**src/hw/flstory_pkg.sv**
```systemverilog
// shared definitions for the sub processor board
//   memory map constants and shared RAM geometry
//   interrupt entry vectors
//   opcode set of the compact sub CPU
//   bus structs between CPU, decoder and shared RAM
package flstory_pkg;

    //////////////////////////////////////////////////
    // memory map
    //////////////////////////////////////////////////
    localparam logic [1:0]  ROM_TOP_BANK = 2'd3;        // A[15:14] value of the shared bus
    localparam int          SHRAM_AW     = 11;          // 2 KB shared RAM
    localparam logic [15:0] SHRAM_BASE   = 16'hC000;    // first mirror of the shared RAM

    localparam logic [15:0] INT_VECTOR   = 16'h0038;    // level interrupt entry
    localparam logic [15:0] NMI_VECTOR   = 16'h0066;    // nmi entry

    //////////////////////////////////////////////////
    // opcodes, any other byte runs as a nop
    //////////////////////////////////////////////////
    localparam logic [7:0] OP_LDI  = 8'h3E;     // a = imm
    localparam logic [7:0] OP_LDA  = 8'h3A;     // a = [nn]
    localparam logic [7:0] OP_STA  = 8'h32;     // [nn] = a
    localparam logic [7:0] OP_ADD  = 8'h86;     // a += [nn]
    localparam logic [7:0] OP_ADI  = 8'hC6;     // a += imm
    localparam logic [7:0] OP_JP   = 8'hC3;     // pc = nn
    localparam logic [7:0] OP_JZ   = 8'hCA;     // pc = nn if zero
    localparam logic [7:0] OP_EI   = 8'hFB;
    localparam logic [7:0] OP_RETI = 8'h4D;     // return, interrupt back on
    localparam logic [7:0] OP_RETN = 8'h45;     // return from nmi, enable restored
    localparam logic [7:0] OP_HALT = 8'h76;

    // CPU bus outputs, flags active high
    typedef struct packed {
        logic [15:0] addr;
        logic [7:0]  dout;
        logic        mreq;
        logic        rd;
        logic        wr;
    } cpu_bus_t;

    // main CPU side of the shared RAM
    typedef struct packed {
        logic                cs;
        logic                wr;
        logic [SHRAM_AW-1:0] addr;
        logic [7:0]          din;
    } main_req_t;

    // sub CPU side of the shared RAM
    typedef struct packed {
        logic                cs;
        logic                wr;
        logic [SHRAM_AW-1:0] addr;
        logic [7:0]          din;
    } sub_ram_req_t;

endpackage

```
**src/hw/flstory_sub_cpu.sv**
```systemverilog
// compact 8-bit accumulator CPU for the sub board
//   one memory cycle per enabled clock, held while rom_ok is low
//   nmi edge latch, level interrupt with enable, return register
//   bus request and acknowledge at instruction boundaries
`timescale 1ns/1ps

module flstory_sub_cpu (
    input  logic                  clk,
    input  logic                  rst_n,
    input  logic                  cen,
    input  logic                  int_n,
    input  logic                  nmi_n,
    input  logic                  busrq_n,
    input  logic                  rom_ok,
    input  logic                  rom_cs,      // current cycle waits on rom_ok
    input  logic [7:0]            din,
    output flstory_pkg::cpu_bus_t bus,
    output logic                  busak_n
);
    import flstory_pkg::*;

    typedef enum logic [2:0] {
        S_BOUND,    // instruction boundary, no memory cycle
        S_FETCH,    // opcode fetch
        S_OP1,      // immediate or address low
        S_OP2,      // address high
        S_MEM,      // data read or write
        S_HALT,
        S_BUSAK     // bus handed over
    } state_t;

    state_t      state;
    logic [15:0] pc;
    logic [15:0] ea;        // effective address of the data cycle
    logic [15:0] ret_pc;    // shared by int and nmi
    logic [7:0]  a;
    logic [7:0]  ir;
    logic [7:0]  sum;
    logic        zf;
    logic        ie;
    logic        ie_save;   // enable before the nmi
    logic        nmi_q;
    logic        nmi_pend;
    logic        step;
    logic        take_nmi;
    logic        take_int;
    logic        wake;

    assign step     = cen & ~(rom_cs & ~rom_ok);    // memory cycle completes
    assign take_nmi = cen & (state == S_BOUND) & nmi_pend;
    assign take_int = cen & (state == S_BOUND) & ~nmi_pend & ~int_n & ie;
    assign wake     = nmi_pend | (~int_n & ie) | ~busrq_n;
    assign sum      = a + din;                      // 8-bit wrap

    //////////////////////////////////////////////////
    // bus outputs straight from state
    //////////////////////////////////////////////////
    always_comb begin
        bus.mreq = (state == S_FETCH) || (state == S_OP1) ||
                   (state == S_OP2) || (state == S_MEM);
        bus.wr   = (state == S_MEM) && (ir == OP_STA);
        bus.rd   = bus.mreq && !bus.wr;
        bus.addr = (state == S_MEM) ? ea : pc;
        bus.dout = a;
    end

    assign busak_n = (state != S_BUSAK);

    // control state and registers
    always_ff @(posedge clk or negedge rst_n) begin
        if (!rst_n) begin
            state    <= S_BOUND;            // first boundary leads to a fetch at 0
            pc       <= '0;
            a        <= '0;
            zf       <= 1'b0;
            ie       <= 1'b0;
            ie_save  <= 1'b0;
            nmi_q    <= 1'b1;
            nmi_pend <= 1'b0;
        end else begin
            nmi_q <= nmi_n;
            if (take_nmi) nmi_pend <= 1'b0;
            if (nmi_q && !nmi_n) nmi_pend <= 1'b1;  // new edge wins over the clear
            case (state)
                S_BOUND: if (cen) begin
                    if (take_nmi) begin
                        pc      <= NMI_VECTOR;
                        ie_save <= ie;
                        ie      <= 1'b0;
                        state   <= S_FETCH;
                    end else if (take_int) begin
                        pc    <= INT_VECTOR;
                        ie    <= 1'b0;                  // taken clears the enable
                        state <= S_FETCH;
                    end else if (!busrq_n) begin
                        state <= S_BUSAK;
                    end else begin
                        state <= S_FETCH;
                    end
                end
                S_FETCH: if (step) begin
                    pc <= pc + 16'd1;
                    case (din)
                        OP_LDI, OP_ADI, OP_LDA, OP_STA,
                        OP_ADD, OP_JP, OP_JZ: state <= S_OP1;
                        OP_EI: begin
                            ie    <= 1'b1;
                            state <= S_BOUND;
                        end
                        OP_RETI: begin
                            pc    <= ret_pc;
                            ie    <= 1'b1;
                            state <= S_BOUND;
                        end
                        OP_RETN: begin
                            pc    <= ret_pc;
                            ie    <= ie_save;
                            state <= S_BOUND;
                        end
                        OP_HALT: state <= S_HALT;
                        default: state <= S_BOUND;      // nop
                    endcase
                end
                S_OP1: if (step) begin
                    pc <= pc + 16'd1;
                    if (ir == OP_LDI) begin
                        a     <= din;
                        zf    <= (din == 8'd0);
                        state <= S_BOUND;
                    end else if (ir == OP_ADI) begin
                        a     <= sum;
                        zf    <= (sum == 8'd0);
                        state <= S_BOUND;
                    end else begin
                        state <= S_OP2;
                    end
                end
                S_OP2: if (step) begin
                    pc <= pc + 16'd1;
                    if (ir == OP_JP) begin
                        pc    <= {din, ea[7:0]};
                        state <= S_BOUND;
                    end else if (ir == OP_JZ) begin
                        if (zf) pc <= {din, ea[7:0]};
                        state <= S_BOUND;
                    end else begin
                        state <= S_MEM;
                    end
                end
                S_MEM: if (step) begin
                    if (ir == OP_LDA) begin
                        a  <= din;
                        zf <= (din == 8'd0);
                    end else if (ir == OP_ADD) begin
                        a  <= sum;
                        zf <= (sum == 8'd0);
                    end
                    state <= S_BOUND;
                end
                S_HALT:  if (cen && wake) state <= S_BOUND;     // pc already past halt
                S_BUSAK: if (cen && busrq_n) state <= S_BOUND;
                default: state <= S_BOUND;
            endcase
        end
    end

    // opcode, address and return payload
    always_ff @(posedge clk) begin
        if (step && state == S_FETCH) ir <= din;
        if (step && state == S_OP1) ea[7:0] <= din;
        if (step && state == S_OP2) ea[15:8] <= din;
        if (take_nmi || take_int) ret_pc <= pc;
    end

endmodule

```
**src/hw/flstory_sub.sv**
```systemverilog
// sub board CPU wrapper
//   address decode into ROM and shared bus
//   read data mux, paused vblank interrupt
//   clock enable stalled by bus wait, registered CPU reset
`timescale 1ns/1ps

module flstory_sub (
    input  logic                      clk,
    input  logic                      rst_n,
    input  logic                      enable,
    input  logic                      cen,
    input  logic                      lvbl,         // low during vblank
    input  logic                      nmi_n,
    input  logic                      dip_pause,
    input  logic                      busrq_n,
    input  logic                      bus_rstn,
    input  logic                      bus_wait,
    input  logic [7:0]                bus_din,
    input  logic [7:0]                rom_data,
    input  logic                      rom_ok,
    output logic                      rom_cs,
    output logic [15:0]               rom_addr,
    output flstory_pkg::sub_ram_req_t ram_req,
    output logic                      busak_n
);
    import flstory_pkg::*;

    cpu_bus_t    cpu_bus;
    logic        bus_cs;
    logic [15:0] bus_offs;
    logic [7:0]  cpu_din;
    logic        bus_cen;
    logic        int_n;
    logic        cpu_rst_n;

    assign int_n    = ~dip_pause | lvbl;        // pause blocks the vblank irq
    assign bus_cen  = cen & ~bus_wait;          // stall while main owns the RAM
    assign rom_addr = cpu_bus.addr;
    assign bus_offs = cpu_bus.addr - SHRAM_BASE;    // mirrors every 2 KB

    //////////////////////////////////////////////////
    // decode
    //////////////////////////////////////////////////
    always_comb begin
        rom_cs = 1'b0;
        bus_cs = 1'b0;
        if (cpu_bus.mreq && (cpu_bus.rd || cpu_bus.wr)) begin
            if (cpu_bus.addr[15:14] == ROM_TOP_BANK) bus_cs = 1'b1;
            else rom_cs = 1'b1;                 // 0000-BFFF
        end
    end

    assign cpu_din = rom_cs ? rom_data : bus_din;

    always_comb begin
        ram_req.cs   = bus_cs;
        ram_req.wr   = cpu_bus.wr;
        ram_req.addr = bus_offs[SHRAM_AW-1:0];
        ram_req.din  = cpu_bus.dout;
    end

    // CPU leaves reset one clock after all sources release
    always_ff @(posedge clk or negedge rst_n) begin
        if (!rst_n) cpu_rst_n <= 1'b0;
        else cpu_rst_n <= enable & bus_rstn;
    end

    flstory_sub_cpu i_cpu (
        .clk     (clk),
        .rst_n   (cpu_rst_n),
        .cen     (bus_cen),
        .int_n   (int_n),
        .nmi_n   (nmi_n),
        .busrq_n (busrq_n),
        .rom_ok  (rom_ok),
        .rom_cs  (rom_cs),
        .din     (cpu_din),
        .bus     (cpu_bus),
        .busak_n (busak_n)
    );

endmodule

```
**config.mk**
```make
export PLATFORM = sky130hd
export DESIGN_NAME = flstory_sub
export DESIGN_NICKNAME = d
export VERILOG_FILES = /design/src/hw/flstory_pkg.sv /design/src/hw/flstory_sub_cpu.sv /design/src/hw/flstory_sub.sv
export SDC_FILE = /design/constraint.sdc
export NUM_CORES = 1
export LEC_CHECK = 0
export BUFFER_PORTS_ARGS = -buffer_cell sky130_fd_sc_hd__clkbuf_2
export CAP_MARGIN = 20
export CORE_MARGIN = 4
export CORE_UTILIZATION = 25
export DETAILED_ROUTE_END_ITERATION = 8
export PLACE_DENSITY = 0.39
export REMOVE_ABC_BUFFERS = 1
export SLEW_MARGIN = 20
export SYNTH_ARGS = -nofsm -noshare
export SYNTH_HDL_FRONTEND = slang
export SYNTH_SLANG_ARGS = --single-unit
export TNS_END_PERCENT = 30
```
**constraint.sdc**
```tcl
create_clock -name clk -period 5.94 [get_ports clk]
set_clock_uncertainty 0.1 [all_clocks]
set_input_delay 1.188 -clock clk [delete_from_list [all_inputs] [get_ports clk]]
set_output_delay 1.188 -clock clk [all_outputs]
set_load 0.01 [all_outputs]
```
Word level (Yosys, flattened, before mapping)
Index checks and enable logic that the tools add are counted.
{"block": "classes", "addsub": 3, "eq_ne": 37, "muxes": 55, "bitwise_logic": 20, "n_reduce_logical": 31}
{"op": "$mux W16", "n": 11}
{"op": "$eq A8 B8 Y1 const B", "n": 9}
{"op": "$pmux W16 S4", "n": 1}
{"op": "$mux W8", "n": 7}
{"op": "$eq A8 B6 Y1 const B", "n": 6}
{"op": "$mux W3", "n": 13}
{"op": "$eq A8 B7 Y1 const B", "n": 3}
{"op": "$pmux W3 S7", "n": 1}
{"op": "$add A16 B1 Y16 const B", "n": 1}
{"op": "$logic_not A8 Y1", "n": 2}
{"op": "$mux W1", "n": 16}
{"op": "$pmux W8 S2", "n": 1}
{"op": "$ne A2 B1 Y1 const B", "n": 7}
{"op": "$sub A11 B1 Y11 const B", "n": 1}
{"op": "$and A1 B1 Y1", "n": 10}
{"op": "$reduce_and A5 Y1", "n": 2}
{"op": "$eq A3 B3 Y1 const B", "n": 3}
{"op": "$logic_and A1 B1 Y1", "n": 9}
{"op": "$ne A3 B3 Y1 const B", "n": 3}
{"op": "$add A8 B8 Y8", "n": 1}
{"op": "$not A1 Y1", "n": 7}
{"op": "$reduce_and A7 Y1", "n": 1}
{"op": "$reduce_or A7 Y1", "n": 1}
{"op": "$eq A3 B2 Y1 const B", "n": 2}
{"op": "other kinds (15)", "n": 28}
{"block": "totals", "ff_bits": 73, "input_bits": 27}

Depth between registers and ports, before layout
Gate-level depths: netlist of the first run.
{"block": "logic_depth", "depth_word": 15, "mapped_depth": 14, "mapped_depth_nobuf": 13}

Hierarchy
From an unflattened synthesis of the first run, not the netlist that was laid out.
{"block": "hier_totals", "cells_unflattened": 423, "area_unflattened_um2": 4385.5}
{"module": "flstory_sub_cpu", "instances": 1, "cells_each": 393, "area_each_um2": 4097.7}
{"module": "flstory_sub", "instances": 1, "cells_each": 30, "area_each_um2": 287.8}

Worst setup path after synthesis of the first run
Ideal clock, no wire load.
{"block": "synth_path", "path_type": "in2reg", "from": "in rom_data[0]", "to": "reg i_cpu.zf", "t_arrival_ns": 3.608, "required_ns": 5.764, "path_slack_ns": 2.155, "stages": 13, "cell_sequence": "and2_1 > a32o_1 > or2_2 > clkbuf_1 > nand2_1 > fa_1 > inv_1 > maj3_2 > a21oi_1 > xnor2_1 > nand4_1 > a2111o_1 > o21ai_1"}
{"block": "synth_between", "elab_chain_len": 7, "word_cells_on_any_way": 11, "classes_between": "add/sub: 1; mux: 8; reduce/logical: 2"}
{"item": "from (decl)", "line_no": "flstory_sub.sv:19", "rtl": "input logic [7:0] rom_data,"}
{"item": "$mux W8 *", "line_no": "flstory_sub.sv:53", "rtl": "assign cpu_din = rom_cs ? rom_data : bus_din;"}
{"item": "net cpu_din[0]", "line_no": "flstory_sub.sv:31", "rtl": "logic [7:0] cpu_din;"}
{"item": "$add A8 B8 Y8", "line_no": "flstory_sub_cpu.sv:53", "rtl": "assign sum = a + din;"}
{"item": "$logic_not A8 Y1", "line_no": "flstory_sub_cpu.sv:132, flstory_sub_cpu.sv:156"}
{"item": "$mux W1, on equally long branches", "line_no": "flstory_sub_cpu.sv:154, flstory_sub_cpu.sv:130"}
{"item": "$mux W1, on equally long branches", "line_no": "flstory_sub_cpu.sv:151, flstory_sub_cpu.sv:126"}
{"item": "$mux W1, on equally long branches", "line_no": "flstory_sub_cpu.sv:150, flstory_sub_cpu.sv:124"}
{"item": "$pmux W1 S2 *", "line_no": "flstory_sub_cpu.sv:84", "rtl": "case (state)"}
{"item": "to (signal assigned)", "line_no": "flstory_sub_cpu.sv:128", "rtl": "zf <= (din == 8'd0);"}
{"item": "to (signal assigned)", "line_no": "flstory_sub_cpu.sv:153", "rtl": "zf <= (din == 8'd0);"}
{"item": "to (signal assigned)", "line_no": "flstory_sub_cpu.sv:156", "rtl": "zf <= (sum == 8'd0);"}
{"item": "to (decl)", "line_no": "flstory_sub_cpu.sv:39", "rtl": "logic zf;"}
Mark *: on every way through the listed nets, which the timed path passes. The rest lies on a longest branch. The select of a mux whose other input is x is not followed.
A chain may end at the register's enable or synchronous reset.

Final worst setup path of the first run
{"block": "layout_path", "from": "reg i_cpu.state[2]", "to": "reg i_cpu.zf"}
{"block": "layout_between", "elab_chain_len": 15, "word_cells_on_any_way": 36, "classes_between": "add/sub: 1; eq/ne: 9; mux: 11; bitwise: 3; reduce/logical: 12"}
{"item": "from (decl)", "line_no": "flstory_sub_cpu.sv:32", "rtl": "state_t state;"}
{"item": "from (signal assigned)", "line_no": "flstory_sub_cpu.sv:72", "rtl": "state <= S_BOUND;"}
{"item": "from (signal assigned)", "line_no": "flstory_sub_cpu.sv:90", "rtl": "state <= S_FETCH;"}
{"item": "from (signal assigned)", "line_no": "flstory_sub_cpu.sv:94", "rtl": "state <= S_FETCH;"}
{"item": "$eq A3 B1 Y1 / $eq A3 B2 Y1 (equally long branches)", "line_no": "flstory_sub_cpu.sv:59", "rtl": "bus.mreq = (state == S_FETCH) || (state == S_OP1) ||"}
{"item": "$logic_or A1 B1 Y1 (2 in series)", "line_no": "flstory_sub_cpu.sv:59"}
{"item": "$logic_or A1 B1 Y1", "line_no": "flstory_sub_cpu.sv:60", "rtl": "(state == S_OP2) || (state == S_MEM);"}
{"item": "$logic_and A1 B1 Y1", "line_no": "flstory_sub_cpu.sv:62", "rtl": "bus.rd = bus.mreq && !bus.wr;"}
{"item": "$logic_or A1 B1 Y1", "line_no": "flstory_sub.sv:47", "rtl": "if (cpu_bus.mreq && (cpu_bus.rd || cpu_bus.wr)) begin"}
{"item": "$logic_and A1 B1 Y1", "line_no": "flstory_sub.sv:47"}
{"item": "$mux W1 *", "line_no": "flstory_sub.sv:47"}
{"item": "$mux W8 *", "line_no": "flstory_sub.sv:53"}
{"item": "net cpu_din[1]", "line_no": "flstory_sub.sv:31"}
{"item": "$add A8 B8 Y8", "line_no": "flstory_sub_cpu.sv:53"}
{"item": "$logic_not A8 Y1", "line_no": "flstory_sub_cpu.sv:132, flstory_sub_cpu.sv:156"}
{"item": "$mux W1, on equally long branches", "line_no": "flstory_sub_cpu.sv:154, flstory_sub_cpu.sv:130"}
{"item": "$mux W1, on equally long branches", "line_no": "flstory_sub_cpu.sv:151, flstory_sub_cpu.sv:126"}
{"item": "$mux W1, on equally long branches", "line_no": "flstory_sub_cpu.sv:150, flstory_sub_cpu.sv:124"}
{"item": "$pmux W1 S2 *", "line_no": "flstory_sub_cpu.sv:84"}
Marks and branches as above.

==> impl_metrics.yaml, run 1 <==
finish:
  finalInstanceArea_sq_mm: 0.00525
  final_common_cell: "clkbuf_2"
  diodes: 0
  layout_common_cells: "clkbuf_2, nand2_1, edfxtp_1"
  area_growth_pct: 18.5
  final_core_util_pct: 30.2
  multi_input_area_sq_mm: 0.00215
  nets: 545
  regArea_sq_mm: 0.00203
  fill_cells: 1773
  drive_gt1_share_pct: 21.9
pwr:
  net-switching-power_w: 0.00105
  pwr-share-clk_pct: 23.4
  leakagePower_nw: 2.11
  power_w: 0.00249
  p_comb_share_pct: 45.6
  power.internal_w: 0.00144
  p_sw_share_pct: 42.1
  cellPowerDensity_mw_per_mm2: 474
  worst_ir_drop_vdd_mv: 0.157
  seqPwrFrac_pct: 31.0
synth:
  synth_edf_count: 40
  yosysWarningCount: 0
  syn-mean-instance-area_sq_um: 9.71
  synth.cell_area_sq_mm: 0.00443
  synthArstFlopShare_pct: 45.2
  synth-seq-area-share_pct: 45.8
  synth_ff_type: "edfxtp_1"
  synth.distinct_cells: 64
  synth_seq_cells: 73
  netlist_instances: 456
floorplan:
  top_level_ports: 66
  core_sq_mm: 0.0174
  rows: 48
  initial_core_util_pct: 25.5
  die_w_microns: 141
  dieArea_sq_mm: 0.0199
  die_h_microns: 141
timing:
  fin_crit_sh_pct: 73.5
  fin_tns_setup_ns: 0
  post-route-min-period_ns: 4.37
  grt_setup_unrepaired: "false"
  worst_hold_slack_ns: 0.204
  clock.fmax_mhz: 229
  worstMarginPinSlew_ns: 0.949
  hold_viol_final: 0
  maxSlewHeadroom_pct: 36.7
  slew_violations: 0
  setup_viol: 0
global_route:
  grt_max_degree: 33
  grt_pass1_wl_mm: 22.6
  globalRouteOverflowTotal: 0
  grt_usage_pct: 15.0
  grt_pass1_vias: 3881
  grt_antenna_before_repair: 0
clock_tree:
  cts_inserted_buffers: 9
  cts_root_buf: "clkbuf_16"
  tritoncts: "yes"
  insertion_delay_ns: 0.34
  postCtsSetupRepairBufs: 0
  cts_max_level: 3
  clock_sinks: 73
  cts_hold_buf: 0
  cts_resized: 0
  clk_path_buf_depth: 2
  clkTransAtPathRegs_ns: 0.06
placed_design:
  place.gp.congestion: 0.841
  place.port_buffers: 65
  place_hpwl_mm: 10.3
  place_area_sq_mm: 0.00494
setup_path:
  crit_fanout: 18
  cp-end-kind: "flip-flop"
  critPathLaunchType: "flip-flop"
  critPathRequiredTime_ns: 6.11
  arrival_ns: 4.54
  crit_type: "reg -> reg"
route:
  wl_per_cell_microns: 19.8
  vias_per_cell: 5.28
  vias: 3913
  drtIter0Drc: 395
  wl_mm: 14.6
  first_pass_iters: 5
  drcViolationCount: 0
  drtAntennaViolNets: 0
status:
  outcome: "completed"
min_path:
  holdCritPathClass: "reg -> async"
run:
  maxCapViolations: 0
## flip-flops by register name (all words and copies together), names as in the netlist
register        count
cpu_rst_n           1
i_cpu.nmi_q         1
i_cpu.ea           16
i_cpu.ie            1
i_cpu.a             8
i_cpu.ir            8
i_cpu.ret_pc       16
i_cpu.state         3
i_cpu.ie_save       1
i_cpu.pc           16
i_cpu.nmi_pend      1
i_cpu.zf            1
## logic make-up after synthesis
kind of cell / count (synthesis) / synth area share, %
fa+ha+maj: 9 / 2.63
mux: 24 / 6.21
compound gates: 131 / 19.7
xor+xnor: 11 / 2.18
flops: 73 / 45.8
buf+inv: 54 / 5.79
simple gates: 154 / 17.7
## stage by stage
stage                     setup slack, ns  cells
final                                1.57    741
after global routing                 1.23    741
after CTS                            1.60    741
after detailed placement             1.60    725
after global placement               1.79    725
after floorplan                      1.84    428
## power by group through the flow
stage                     sequential (W)  combinational, W  clock [W]
after floorplan                 0.000760          0.000752          0
after global placement          0.000778           0.00113          0
after detailed placement        0.000779           0.00113          0
after CTS                       0.000770           0.00114   0.000599
after global routing            0.000786           0.00126   0.000618
final                           0.000772           0.00113   0.000583
## final cells by class
cell class,instances,area share (%)
repair buffers,72,7.20
clock inverters,6,1.57
multi-input cells,329,41.0
inverters,26,1.91
clock buffers,10,4.36
well taps,225,5.36
flip-flops and latches,73,38.6
## worst max-delay path, stage by stage, from the launching register on
cell	delay (ns)
dfrtp_1	0.68
inv_1	0.25
a22oi_2	0.76
inv_1	0.26
mux2_2	0.46
inv_1	0.11
fa_1	0.24
inv_1	0.09
maj3_2	0.31
a21oi_1	0.33
xnor2_1	0.17
nand4_1	0.10
a2111o_1	0.30
o21ai_1	0.11
## cell usage after synthesis (all sizes together) (3+ instances only)
| master | n | area (sq um) |
|---|---|---|
| a21o | 3 | 22.5 |
| a21oi | 31 | 155 |
| a221oi | 8 | 70.1 |
| a222oi | 5 | 50.1 |
| a22o | 3 | 26.3 |
| a22oi | 3 | 27.5 |
| a31oi | 4 | 25.0 |
| and3 | 12 | 75.1 |
| buf | 15 | 108 |
| clkbuf | 13 | 48.8 |
| dfrtp | 32 | 801 |
| edfxtp | 40 | 1200 |
| ha | 6 | 75.1 |
| inv | 26 | 100 |
| mux2 | 18 | 203 |
| mux2i | 6 | 72.6 |
| nand2 | 48 | 180 |
| nand2b | 5 | 31.3 |
| nand3 | 16 | 80.1 |
| nand3b | 7 | 52.6 |
| nand4 | 8 | 50.1 |
| nor2 | 22 | 82.6 |
| nor2b | 8 | 50.1 |
| nor3 | 10 | 50.1 |
| nor4 | 8 | 50.1 |
| o211ai | 4 | 30.0 |
| o21a | 3 | 22.5 |
| o21ai | 38 | 190 |
| o22ai | 3 | 18.8 |
| o2bb2ai | 6 | 52.6 |
| or2 | 3 | 18.8 |
| xnor2 | 5 | 43.8 |
| xor2 | 6 | 52.6 |
## final timing paths
check	from	to	slack, ns	depth (start not counted)
min	cpu_rst_n$_DFF_PN0_	i_cpu.pc[5]$_DFFE_PN0P_	0.20	1
max	i_cpu.state[2]$_DFFE_PN0P_	i_cpu.zf$_DFFE_PN0P_	1.57	13
max in group asynchronous	rst_n	cpu_rst_n$_DFF_PN0_	5.14	1
min in group clk	i_cpu.ie_save$_DFFE_PN0P_	i_cpu.ie_save$_DFFE_PN0P_	0.41	1
min reg2reg	cpu_rst_n$_DFF_PN0_	i_cpu.pc[5]$_DFFE_PN0P_	0.20	1
max reg2reg	i_cpu.state[2]$_DFFE_PN0P_	i_cpu.zf$_DFFE_PN0P_	1.57	13
## routing by layer
| metal | vias to the layer above | wire length, microns | track usage [%] |
|---|---|---|---|
| li1 | 1830 | - | - |
| met1 | 1933 | 6940 | 20.8 |
| met2 | 122 | 6750 | 23.1 |
| met3 | 28 | 565 | 2.24 |
| met4 | 0 | 382 | 6.78 |
| met5 | - | 0 | 0 |
No activity file was read; power rests on OpenSTA's default activity.
==> run 2: changes to the inputs <==
--- a/config.mk
+++ b/config.mk
@@ -5,12 +5,13 @@
 export SDC_FILE = /design/constraint.sdc
 export NUM_CORES = 1
 export LEC_CHECK = 0
+export ABC_AREA = 1
 export BUFFER_PORTS_ARGS = -buffer_cell sky130_fd_sc_hd__clkbuf_2
 export CAP_MARGIN = 20
 export CORE_MARGIN = 4
 export CORE_UTILIZATION = 25
 export DETAILED_ROUTE_END_ITERATION = 8
-export PLACE_DENSITY = 0.39
+export PLACE_DENSITY = 0.41
 export REMOVE_ABC_BUFFERS = 1
 export SLEW_MARGIN = 20
 export SYNTH_ARGS = -nofsm -noshare
==> constraint.sdc (replaced) <==
create_clock -name clk -period 3.9 [get_ports clk]
set_clock_uncertainty 0.1 [all_clocks]
set_input_delay 0.78 -clock clk [delete_from_list [all_inputs] [get_ports clk]]
set_output_delay 0.78 -clock clk [all_outputs]
set_load 0.01 [all_outputs]
==> run 2 against run 1 <==
Via count grew 9.9%. Clock power grew 70%. Flip-flop and latch count unchanged. Worst hold slack worse by 0.11 ns. Synthesized cell count rose by 36%. Sequential power increased by 50%. Die area is 6.3% higher. Largest power group unchanged.
==> impl_metrics.yaml, run 2 <==
pwr:
  worst_ir_drop_vdd_mv: 0.292
  power_w: 0.00453
  cellPowerDensity_mw_per_mm2: 804
  leakagePower_nw: 2.67
min_path:
  holdCritPathClass: "in -> async"
finish:
  multi_input_area_sq_mm: 0.00214
  nets: 720
  regArea_sq_mm: 0.00203
  final_cell_count_no_fill: 925
  diodes: 0
  drive_gt1_share_pct: 17.2
  final_common_cell: "nand2_1"
  top_regs: "i_cpu.ea x16, i_cpu.pc x16, i_cpu.ret_pc x16"
  fill_cells: 2032
  area_growth_pct: 19.1
  layout_common_cells: "nand2_1, inv_1, clkbuf_2"
  finalInstanceArea_sq_mm: 0.00563
timing:
  post-route-min-period_ns: 3.45
  worst_hold_slack_ns: 0.0900
  fin_tns_setup_ns: 0
  clock.fmax_mhz: 290
  fin_crit_sh_pct: 88.5
  maxSlewHeadroom_pct: 44.2
  grt_setup_unrepaired: "false"
  hold_viol_final: 0
  setup_viol: 0
  worstMarginPinSlew_ns: 0.836
  slew_violations: 0
global_route:
  grt_usage_pct: 14.3
  globalRouteOverflowTotal: 0
  grt_antenna_before_repair: 0
  grt_pass1_vias: 4182
  grt_max_degree: 33
  grt_pass1_wl_mm: 23.7
synth:
  yosysWarningCount: 0
  synth_edf_count: 40
  synth_area_leaders: "edfxtp_1, dfrtp_1, nand2_1"
  synth-seq-area-share_pct: 42.9
  synth_seq_cells: 73
  synthArstFlopShare_pct: 45.2
  post-synth-top-count-cell: "nand2_1"
  synth_ff_type: "edfxtp_1"
  synth.distinct_cells: 40
  netlist_instances: 620
  synth_top_cell_area_share_pct: 25.4
  ys_top_cells_by_count: "nand2_1, inv_1, nand3_1, nor2_1, o21ai_0"
  synth.cell_area_sq_mm: 0.00473
  synth_top_area_cell: "edfxtp_1"
  syn-mean-instance-area_sq_um: 7.62
clock_tree:
  postCtsSetupRepairBufs: 0
  insertion_delay_ns: 0.35
  cts_root_buf: "clkbuf_16"
  clkTransAtPathRegs_ns: 0.06
  clock_sinks: 73
  cts_inserted_buffers: 9
  clk_path_buf_depth: 2
  cts_max_level: 3
  cts_resized: 0
  cts_hold_buf: 0
  tritoncts: "yes"
route:
  first_pass_iters: 5
  vias_per_cell: 4.65
  drcViolationCount: 0
  wl_mm: 14.9
  vias: 4300
  drtIter0Drc: 312
  wl_per_cell_microns: 16.1
  drtAntennaViolNets: 0
status:
  outcome: "completed"
setup_path:
  slowest_delay_ns: 0.43
  cp_common_cell: "nand3_1"
  arrival_ns: 3.62
  critPathTopFamily: "simple AND/OR/NAND/NOR gates"
  critPathLaunchType: "flip-flop"
  cp-end-kind: "flip-flop"
  critPathSlowestCell: "dfrtp_1"
  path_buf_inv: 1
  critPathRequiredTime_ns: 4.07
  crit_type: "reg -> reg"
  path_cells: "nor2_4 > nand2_2 > nand2_1 > nand2_2 > nand2_4 > nand2_4 > o21ai_2 > inv_1 > ha_1 > nand4_1 > nand3_1 > nand3_1 > nand3_1 > nand2_1 > nor2_1 > nand3_1 > a21oi_1"
  crit_fanout: 18
floorplan:
  core_sq_mm: 0.0186
  initial_core_util_pct: 25.3
  rows: 50
  die_h_microns: 145
  dieArea_sq_mm: 0.0212
  top_level_ports: 66
  die_w_microns: 145
run:
  maxCapViolations: 0
placed_design:
  place_area_sq_mm: 0.00529
  place.port_buffers: 65
  dp_cells: 909
  place.gp.congestion: 0.829
  place_hpwl_mm: 11.2
## run 2: path summary, 6_finish.rpt
path                                       startpoint  slack (ns)  cells after the start                        end
hold reg to reg                   cpu_rst_n$_DFF_PN0_        0.22                      1  i_cpu.ie_save$_DFFE_PN0P_
setup / recovery           i_cpu.state[1]$_DFFE_PN0P_        0.45                     17       i_cpu.zf$_DFFE_PN0P_
max in group asynchronous         cpu_rst_n$_DFF_PN0_        3.12                      1      i_cpu.nmi_q$_DFF_PN1_
hold / removal                                  rst_n        0.09                      1        cpu_rst_n$_DFF_PN0_
setup reg to reg           i_cpu.state[1]$_DFFE_PN0P_        0.45                     17       i_cpu.zf$_DFFE_PN0P_
min in group clk            i_cpu.ie_save$_DFFE_PN0P_        0.40                      2  i_cpu.ie_save$_DFFE_PN0P_
## run 2: power by group
group	switching (W)	leakage (nW)	total [W]	internal (W)
clock network	0.000363	0.163	0.000992	0.000629
registers	0.000136	0.785	0.00116	0.00102
logic	0.00163	1.72	0.00237	0.000742
## run 2: logic make-up after synthesis
| group | count (synthesis) | share of synthesized area [%] |
|---|---|---|
| compound gates | 121 | 15.1 |
| flops | 73 | 42.9 |
| xor+xnor | 16 | 2.97 |
| fa+ha+maj | 7 | 2.01 |
| buf+inv | 130 | 11.7 |
| simple gates | 273 | 25.3 |
## run 2: layout make-up
type	count	area share, %
clock buffers	10	4.07
repair buffers	77	7.38
clock inverters	6	2.04
multi-input cells	417	38.1
inverters	108	7.20
well taps	234	5.20
flip-flops and latches	73	36.0
## run 2: layer usage
layer	share of wire [%]	vias up	routed length, microns	track usage [%]
met5	0	-	0	0
met4	2.0	0	299	4.70
met3	5.1	21	762	3.86
met2	48	115	7140	23.6
met1	45	2006	6730	18.3
li1	-	2158	-	-
## run 2: through the flow
stage                     setup slack (ns)  util, %
after floorplan                       1.13        -
after global placement               0.460     28.3
after detailed placement             0.423     28.3
after CTS                            0.400     30.2
after global routing                0.0751     30.2
final                                0.447     30.2
